### config.mk
export PLATFORM = sky130hd
export DESIGN_NAME = erx_core
export DESIGN_NICKNAME = d
export VERILOG_FILES = /design/src/common/emesh_pkg.sv /design/src/common/erx_map_pkg.sv /design/src/common/emesh_if.sv /design/src/hw/erx_mmu.sv /design/src/hw/erx_arbiter.sv /design/src/hw/erx_fifo.sv /design/src/hw/erx_core.sv
export SDC_FILE = /design/constraint.sdc
export NUM_CORES = 1
export LEC_CHECK = 0
export ABC_AREA = 1
export BUFFER_PORTS_ARGS = -buffer_cell sky130_fd_sc_hd__buf_2
export CAP_MARGIN = 20
export CELL_PAD_IN_SITES_DETAIL_PLACEMENT = 2
export CELL_PAD_IN_SITES_GLOBAL_PLACEMENT = 2
export CORE_ASPECT_RATIO = 1.2
export CORE_UTILIZATION = 42
export CTS_BUF_LIST = sky130_fd_sc_hd__clkbuf_4 sky130_fd_sc_hd__clkbuf_8
export DETAILED_ROUTE_END_ITERATION = 7
export GPL_TIMING_DRIVEN = 1
export PLACE_DENSITY_LB_ADDON = 0.1
export SETUP_SLACK_MARGIN = 0.3
export SLEW_MARGIN = 15
export SYNTH_ARGS = -nofsm -noshare
export SYNTH_HDL_FRONTEND = slang
export SYNTH_SLANG_ARGS = --single-unit
### constraint.sdc
create_clock -name clk -period 8.5 [get_ports clk]
set_input_delay 1.7 -clock clk [delete_from_list [all_inputs] [get_ports clk]]
set_output_delay 1.7 -clock clk [all_outputs]
set_load 0.05 [all_outputs]
### src/common/emesh_pkg.sv
`default_nettype none

package emesh_pkg;

  // ############################
  // Mesh packet format
  // ############################

  // Source word, meaning depends on the transaction type
  typedef union packed {
    // Return address of a read
    logic [31:0] srcaddr;
    // Upper data word of a double-data write
    logic [31:0] hi_data;
  } emesh_src_t;

  // One mesh transaction, 104 bits wide
  // Field order matches the wire layout, msb first
  typedef struct packed {
    // Unused, kept for layout
    logic       spare;
    // Set for writes and read responses
    logic       write;
    // Access size
    logic [1:0] datamode;
    // Transaction modifiers
    logic [3:0] ctrlmode;
    // Target address
    // Bits 31:20 select the link
    // Bits 19:16 select the group inside it
    logic [31:0] dstaddr;
    // Payload, lower word
    logic [31:0] data;
    // Return address or upper payload word
    emesh_src_t src;
  } emesh_packet_t;

endpackage

`default_nettype wire

### src/common/erx_map_pkg.sv
`default_nettype none

package erx_map_pkg;

  // ############################
  // Link address map
  // ############################

  // Width of a link ID, dstaddr bits 31:20
  localparam int ID_W = 12;

  // Group codes, dstaddr bits 19:16
  // Read response returning to this link
  localparam logic [3:0] EGROUP_RR  = 4'hE;
  // Write into the translation table
  localparam logic [3:0] EGROUP_MMU = 4'hF;

  // ############################
  // MMU table geometry
  // ############################

  // One entry per value of dstaddr bits 31:28
  localparam int MMU_ENTRIES = 16;
  localparam int MMU_IDX_W   = 4;

endpackage

`default_nettype wire

### src/common/emesh_if.sv
`default_nettype none

// Stage link between the MMU and the distributor
// Transfer happens on a clock edge with access high and wait_req low
interface emesh_if;
  import emesh_pkg::*;

  // Packet present
  logic          access;
  emesh_packet_t packet;
  // Packet addressed to this link's own ID
  logic          is_local;
  // Receiver stall, sender holds everything while high
  logic          wait_req;

  modport sender (
    output access,
    output packet,
    output is_local,
    input  wait_req
  );

  modport receiver (
    input  access,
    input  packet,
    input  is_local,
    output wait_req
  );

endinterface

`default_nettype wire

### src/hw/erx_mmu.sv
`default_nettype none

module erx_mmu #(
  parameter logic [erx_map_pkg::ID_W-1:0] ID = 12'h800
) (
  input  logic                     clk,
  input  logic                     reset,
  input  logic                     erx_access,
  input  emesh_pkg::emesh_packet_t erx_packet,
  output logic                     erx_wait,
  emesh_if.sender                  out
);
  import emesh_pkg::*;
  import erx_map_pkg::*;

  // Translation table, one link ID per entry
  logic [ID_W-1:0]      mmu_table [MMU_ENTRIES];

  logic                 in_local;
  logic                 tbl_write;
  logic                 accept;
  logic [MMU_IDX_W-1:0] tbl_idx;
  logic [MMU_IDX_W-1:0] wr_idx;
  emesh_packet_t        xlat_packet;

  // Output stage
  logic                 out_access;
  logic                 out_local;
  emesh_packet_t        out_packet;

  // ############################
  // Decode
  // ############################

  assign in_local  = (erx_packet.dstaddr[31:20] == ID);
  // Table programming, consumed here
  assign tbl_write = in_local & erx_packet.write &
                     (erx_packet.dstaddr[19:16] == EGROUP_MMU);
  // Lookup by top nibble of the address
  assign tbl_idx   = erx_packet.dstaddr[31:28];
  // Entry select for a table write, word addressed
  assign wr_idx    = erx_packet.dstaddr[5:2];

  // Stall only while holding a packet the distributor refuses
  assign erx_wait  = out_access & out.wait_req;
  assign accept    = erx_access & ~erx_wait;

  // ############################
  // Translation
  // ############################

  always_comb begin
    xlat_packet = erx_packet;
    // Local packets keep their address
    if (!in_local) begin
      xlat_packet.dstaddr[31:20] = mmu_table[tbl_idx];
    end
  end

  // Identity-like default, entry i points at link {i, 8'h00}
  always_ff @(posedge clk) begin
    if (reset) begin
      for (int i = 0; i < MMU_ENTRIES; i++) begin
        mmu_table[i] <= {MMU_IDX_W'(i), 8'h00};
      end
    end else if (accept && tbl_write) begin
      mmu_table[wr_idx] <= erx_packet.data[ID_W-1:0];
    end
  end

  // ############################
  // Output register
  // ############################

  // Loads whenever not stalled, table writes leave it empty
  always_ff @(posedge clk) begin
    if (reset) begin
      out_access <= 1'b0;
      out_local  <= 1'b0;
    end else if (!erx_wait) begin
      out_access <= erx_access & ~tbl_write;
      out_local  <= in_local;
    end
  end

  // Payload, no reset
  always_ff @(posedge clk) begin
    if (!erx_wait) begin
      out_packet <= xlat_packet;
    end
  end

  assign out.access   = out_access;
  assign out.packet   = out_packet;
  assign out.is_local = out_local;

endmodule

`default_nettype wire

### src/hw/erx_arbiter.sv
`default_nettype none

module erx_arbiter (
  emesh_if.receiver                mmu,
  input  logic                     edma_access,
  input  emesh_pkg::emesh_packet_t edma_packet,
  output logic                     edma_wait,
  input  logic                     ecfg_access,
  input  emesh_pkg::emesh_packet_t ecfg_packet,
  output logic                     ecfg_wait,
  output logic                     rxwr_access,
  output emesh_pkg::emesh_packet_t rxwr_packet,
  input  logic                     rxwr_wait,
  output logic                     rxrd_access,
  output emesh_pkg::emesh_packet_t rxrd_packet,
  input  logic                     rxrd_wait,
  output logic                     rxrr_access,
  output emesh_pkg::emesh_packet_t rxrr_packet,
  input  logic                     rxrr_wait
);
  import erx_map_pkg::*;

  logic mmu_rr;
  logic mmu_rd;
  logic mmu_wr;

  // ############################
  // Steering
  // ############################

  // Read response coming back to this link
  assign mmu_rr = mmu.access & mmu.is_local & mmu.packet.write &
                  (mmu.packet.dstaddr[19:16] == EGROUP_RR);
  // Any read, local or translated
  assign mmu_rd = mmu.access & ~mmu.packet.write;
  // Remaining writes, including other local groups
  assign mmu_wr = mmu.access & mmu.packet.write & ~mmu_rr;

  // ############################
  // Queue inputs
  // ############################

  // Write queue, link traffic only
  assign rxwr_access = mmu_wr;
  assign rxwr_packet = mmu.packet;

  // Read queue, link reads win over DMA
  assign rxrd_access = mmu_rd | edma_access;
  assign rxrd_packet = mmu_rd ? mmu.packet : edma_packet;

  // Response queue, link responses win over config
  assign rxrr_access = mmu_rr | ecfg_access;
  assign rxrr_packet = mmu_rr ? mmu.packet : ecfg_packet;

  // ############################
  // Waits
  // ############################

  // Losing sources also stall when their queue is full
  assign edma_wait = mmu_rd | rxrd_wait;
  assign ecfg_wait = mmu_rr | rxrr_wait;

  // MMU sees only the queue its packet targets
  assign mmu.wait_req = (mmu_rr & rxrr_wait) |
                        (mmu_rd & rxrd_wait) |
                        (mmu_wr & rxwr_wait);

endmodule

`default_nettype wire

### src/hw/erx_fifo.sv
`default_nettype none

module erx_fifo #(
  parameter int FIFO_DEPTH = 4
) (
  input  logic                     clk,
  input  logic                     reset,
  input  logic                     in_access,
  input  emesh_pkg::emesh_packet_t in_packet,
  output logic                     in_wait,
  output logic                     out_access,
  output emesh_pkg::emesh_packet_t out_packet,
  input  logic                     out_wait
);
  import emesh_pkg::*;

  // Pointer and count widths, depth is a power of two
  localparam int AW = $clog2(FIFO_DEPTH);
  localparam int CW = AW + 1;

  emesh_packet_t mem [FIFO_DEPTH];
  logic [AW-1:0] wr_ptr;
  logic [AW-1:0] rd_ptr;
  logic [CW-1:0] count;
  logic          push;
  logic          pop;

  // Full blocks the writer, nonempty presents the head
  assign in_wait    = (count == CW'(FIFO_DEPTH));
  assign out_access = (count != '0);
  assign out_packet = mem[rd_ptr];

  assign push = in_access & ~in_wait;
  assign pop  = out_access & ~out_wait;

  // Storage, no reset
  always_ff @(posedge clk) begin
    if (push) begin
      mem[wr_ptr] <= in_packet;
    end
  end

  // Pointers wrap naturally at the power-of-two depth
  always_ff @(posedge clk) begin
    if (reset) begin
      wr_ptr <= '0;
      rd_ptr <= '0;
      count  <= '0;
    end else begin
      if (push) begin
        wr_ptr <= wr_ptr + 1'b1;
      end
      if (pop) begin
        rd_ptr <= rd_ptr + 1'b1;
      end
      // Simultaneous push and pop leaves the count alone
      if (push && !pop) begin
        count <= count + 1'b1;
      end else if (pop && !push) begin
        count <= count - 1'b1;
      end
    end
  end

endmodule

`default_nettype wire

### src/hw/erx_core.sv
`default_nettype none

module erx_core #(
  parameter logic [erx_map_pkg::ID_W-1:0] ID         = 12'h800,
  parameter int                           FIFO_DEPTH = 4
) (
  input  logic                     clk,
  input  logic                     reset,
  // From link I/O
  input  logic                     erx_access,
  input  emesh_pkg::emesh_packet_t erx_packet,
  output logic                     erx_wait,
  // DMA read source
  input  logic                     edma_access,
  input  emesh_pkg::emesh_packet_t edma_packet,
  output logic                     edma_wait,
  // Config read responses
  input  logic                     ecfg_access,
  input  emesh_pkg::emesh_packet_t ecfg_packet,
  output logic                     ecfg_wait,
  // Master write queue
  output logic                     wr_access,
  output emesh_pkg::emesh_packet_t wr_packet,
  input  logic                     wr_wait,
  // Master read queue
  output logic                     rd_access,
  output emesh_pkg::emesh_packet_t rd_packet,
  input  logic                     rd_wait,
  // Slave read-response queue
  output logic                     rr_access,
  output emesh_pkg::emesh_packet_t rr_packet,
  input  logic                     rr_wait
);
  import emesh_pkg::*;

  // Distributor to queue links
  logic          rxwr_access;
  emesh_packet_t rxwr_packet;
  logic          rxwr_wait;
  logic          rxrd_access;
  emesh_packet_t rxrd_packet;
  logic          rxrd_wait;
  logic          rxrr_access;
  emesh_packet_t rxrr_packet;
  logic          rxrr_wait;

  // MMU to distributor
  emesh_if mmu_link ();

  // ############################
  // Translation stage
  // ############################

  erx_mmu #(
    .ID (ID)
  ) u_mmu (
    .clk        (clk),
    .reset      (reset),
    .erx_access (erx_access),
    .erx_packet (erx_packet),
    .erx_wait   (erx_wait),
    .out        (mmu_link.sender)
  );

  // ############################
  // Distributor
  // ############################

  erx_arbiter u_arbiter (
    .mmu         (mmu_link.receiver),
    .edma_access (edma_access),
    .edma_packet (edma_packet),
    .edma_wait   (edma_wait),
    .ecfg_access (ecfg_access),
    .ecfg_packet (ecfg_packet),
    .ecfg_wait   (ecfg_wait),
    .rxwr_access (rxwr_access),
    .rxwr_packet (rxwr_packet),
    .rxwr_wait   (rxwr_wait),
    .rxrd_access (rxrd_access),
    .rxrd_packet (rxrd_packet),
    .rxrd_wait   (rxrd_wait),
    .rxrr_access (rxrr_access),
    .rxrr_packet (rxrr_packet),
    .rxrr_wait   (rxrr_wait)
  );

  // ############################
  // Output queues
  // ############################

  erx_fifo #(
    .FIFO_DEPTH (FIFO_DEPTH)
  ) u_wr_fifo (
    .clk        (clk),
    .reset      (reset),
    .in_access  (rxwr_access),
    .in_packet  (rxwr_packet),
    .in_wait    (rxwr_wait),
    .out_access (wr_access),
    .out_packet (wr_packet),
    .out_wait   (wr_wait)
  );

  erx_fifo #(
    .FIFO_DEPTH (FIFO_DEPTH)
  ) u_rd_fifo (
    .clk        (clk),
    .reset      (reset),
    .in_access  (rxrd_access),
    .in_packet  (rxrd_packet),
    .in_wait    (rxrd_wait),
    .out_access (rd_access),
    .out_packet (rd_packet),
    .out_wait   (rd_wait)
  );

  erx_fifo #(
    .FIFO_DEPTH (FIFO_DEPTH)
  ) u_rr_fifo (
    .clk        (clk),
    .reset      (reset),
    .in_access  (rxrr_access),
    .in_packet  (rxrr_packet),
    .in_wait    (rxrr_wait),
    .out_access (rr_access),
    .out_packet (rr_packet),
    .out_wait   (rr_wait)
  );

endmodule

`default_nettype wire

==> flow_metrics.py <==
metrics = {
    "status": {
        "status": "finished, final reports clean",
    },
    "synthesis": {
        "avgSynthCellArea_um2": 12.4,
        "synth.distinct_cells": 32,
        "async_flop_share_pct": 0,
        "synth_cells": 5002,
        "yosys.area.top_type": "edfxtp_1",
        "yosysMostFrequentCell": "edfxtp_1",
        "ys_seq_area_share_pct": 75.4,
        "synth_area_mm2": 0.0623,
        "synth_common_cells": "edfxtp_1, nor2_1, o21ai_0, nand2_1, o22ai_1",
        "yosysWarnings": 0,
        "synth_edf_count": 1544,
        "ys.flop_type": "edfxtp_1",
        "synth_area_leaders": "edfxtp_1, o21ai_0, nor2_1",
        "syn-num-nets": 5340,
        "netlist.area_leader.share_pct": 74.5,
        "ys_ff_latch": 1573,
    },
    "sta": {
        "drv_slew": 0,
        "slew_headroom_pct": 22.2,
        "fin_crit_sh_pct": 69.9,
        "setup_slack_ns": 2.55,
        "fmax_mhz": 168,
        "worst_pin_slew_ns": 1.17,
        "setup_viol": 0,
        "period_needed_ns": 5.95,
        "rsz0062_at_grt": "false",
        "setup_tns_ns": 0,
        "final_hold_viol_count": 0,
        "skew_ns": 0.0565,
    },
    "power": {
        "leakagePower_nw": 26.9,
        "p_per_area_mw_per_mm2": 321,
        "p_int_mw": 14.1,
        "p_sw_share_pct": 39.2,
        "power_frac_comb_pct": 29.4,
        "max-vdd-ir-drop_mv": 0.188,
        "power.share.clock_pct": 28.6,
        "seqPwrFrac_pct": 42.0,
        "p_sw_mw": 9.09,
    },
    "route": {
        "drc": 0,
        "vias": 44000,
        "drtIter0Drc": 3808,
        "dr.pass1.iters": 5,
        "post_drt_wl_per_cell_um": 29.9,
        "drt-total-wl_um": 234000,
        "via_per_inst": 5.64,
        "ant_nets": 0,
    },
    "placement": {
        "portBuffers": 637,
        "place_ws_ns": 2.80,
        "dp_hpwl_um": 157000,
        "gp_congestion": 0.837,
    },
    "floorplanning": {
        "die_area_mm2": 0.150,
        "die_width_um": 353,
        "dieHeight_um": 424,
        "rows": 154,
        "core-area_mm2": 0.147,
        "ios": 638,
        "start_util_pct": 42.3,
    },
    "cts": {
        "clk_latency_ns": 1.03,
        "clock_path_buffers": 4,
        "numCtsBuffers": 276,
        "hold_buffers": 0,
        "cts-htree-levels": 5,
        "clockRootBuffer": "clkbuf_8",
        "cts_sinks": 1573,
        "cts_tree": "yes",
        "post_cts_buffers": 0,
        "clk_pin_slew_worst_paths_ns": 0.06,
        "post_cts_resized": 0,
    },
    "grt": {
        "first_global_vias": 47400,
        "grtUsageTotal_pct": 30.7,
        "grt_max_degree": 137,
        "antenna_found_initial": 62,
        "grt_pass1_wl_um": 330000,
        "overflow": 0,
    },
    "finish": {
        "syn_to_final_growth_pct": 16.3,
        "n_fill_cell": 14500,
        "drive_gt1_share_pct": 19.7,
        "final_nets": 6000,
    },
    "hold_path": {
        "hold_class": "flip-flop to flip-flop",
    },
    "worst_setup_path": {
        "cp.required_ns": 6.80,
        "path_max_fanout": 136,
        "arrival_ns": 4.25,
        "startpoint_type": "flip-flop",
        "path_class": "flip-flop to primary output",
        "endpoint_kind": "primary output",
    },
    "run": {
        "max_cap_viol_count": 0,
    },
}
sequential cells by signal (all words and copies together) (netlist names), named ones only:
name                cells
u_rr_fifo.rd_ptr        2
u_rr_fifo.mem         416
u_wr_fifo.count         3
u_rd_fifo.wr_ptr        2
u_mmu.out.packet      104
u_rd_fifo.mem         416
u_mmu.out.is_local      1
u_mmu.mmu_table       192
u_wr_fifo.rd_ptr        2
u_rr_fifo.count         3
u_wr_fifo.wr_ptr        2
u_rr_fifo.wr_ptr        2
u_wr_fifo.mem         416
u_rd_fifo.count         3
u_rd_fifo.rd_ptr        2
u_mmu.out.access        1
layout make-up:
cell class	count	area (um^2)	share of cell area [%]
multi-input combinational	2820	13100	18.1
timing repair buffer	695	3720	5.14
clock inverter	74	403	0.556
clock buffer	376	4590	6.34
tap	1950	2440	3.37
inverter	296	1140	1.57
antenna	30	75.1	0.104
sequential	1573	47000	64.9
power groups by stage:
stage | logic [mW] | registers (mW) | clock network, mW
after floorplan | 4.54 | 9.73 | 0
after global placement | 6.62 | 9.84 | 0
after detailed placement | 6.83 | 9.92 | 0
after CTS | 6.86 | 9.76 | 6.77
after global routing | 7.11 | 9.81 | 7.07
final | 6.83 | 9.76 | 6.64
cell usage in the layout (no fill, tap or decap), drive strengths merged, types with 2 or more instances in the layout:
| cell | n |
|---|---|
| a21oi | 25 |
| a31oi | 3 |
| buf | 695 |
| bufinv | 3 |
| clkbuf | 376 |
| clkinv | 66 |
| clkinvlp | 7 |
| dfxtp | 29 |
| diode | 30 |
| edfxtp | 1544 |
| fa | 3 |
| ha | 15 |
| inv | 294 |
| nand2 | 508 |
| nand3 | 132 |
| nor2 | 953 |
| o211ai | 2 |
| o21ai | 857 |
| o22ai | 312 |
| or2 | 4 |
| xor2 | 2 |
critical path: stages, from the launching register on:
cell and delay [ns]:
dfxtp_4 0.59, inv_6 0.89, buf_4 0.78, o21ai_0 0.22, o22ai_1 0.30, buf_2 0.34
stage by stage:
stage / cells / total power, mW / hold slack (ns) / util [%] / cell area [um^2]
floorplan: 5002 / 14.3 / 0.455 / - / 62300
global placement: 7330 / 16.5 / 0.472 / 45.7 / 67200
detailed placement: 7333 / 16.7 / 0.492 / 45.8 / 67300
CTS: 7783 / 23.4 / 0.506 / 49.2 / 72300
global route: 7802 / 24.0 / 0.543 / 49.2 / 72400
finish: 7814 / 23.2 / 0.499 / 49.3 / 72400
worst paths after layout:
kind	startpoint	endpoint	slack [ns]	cells past startpoint
worst max-delay path	flip-flop	rd_packet[41]	2.55	5
worst min register to register	u_mmu.out.is_local	u_mmu.out.is_local	0.50	2
worst max register to register	u_mmu.out.packet[102]	u_mmu.mmu_table[12][5]	3.80	9
worst min-delay path	u_mmu.out.is_local	u_mmu.out.is_local	0.50	2
per-layer routing:
layer / GRT usage [%] / vias up / share of wire, %
met1: 39.0 / 22800 / 41
met4: 13.0 / 26 / 4.1
li1: - / 19200 / -
met2: 51.2 / 1558 / 49
met3: 5.88 / 424 / 6.3
met5: 0 / - / 0.078
cells by family (layout without fill, tap and decap cells):
logic type	Yosys count	count (layout)	share of synthesized area [%]
AOI/OAI and AO/OA	1199	1199	10.3
xor gates and xnor gates	2	2	0.0281
adders and majority gates	18	18	0.398
buffers and inverters	609	1441	3.77
DFF	1573	1573	75.4
other	0	30	0
and+or+nand+nor	1601	1601	10.1
Note: power is estimated with default switching activity, not from simulation.
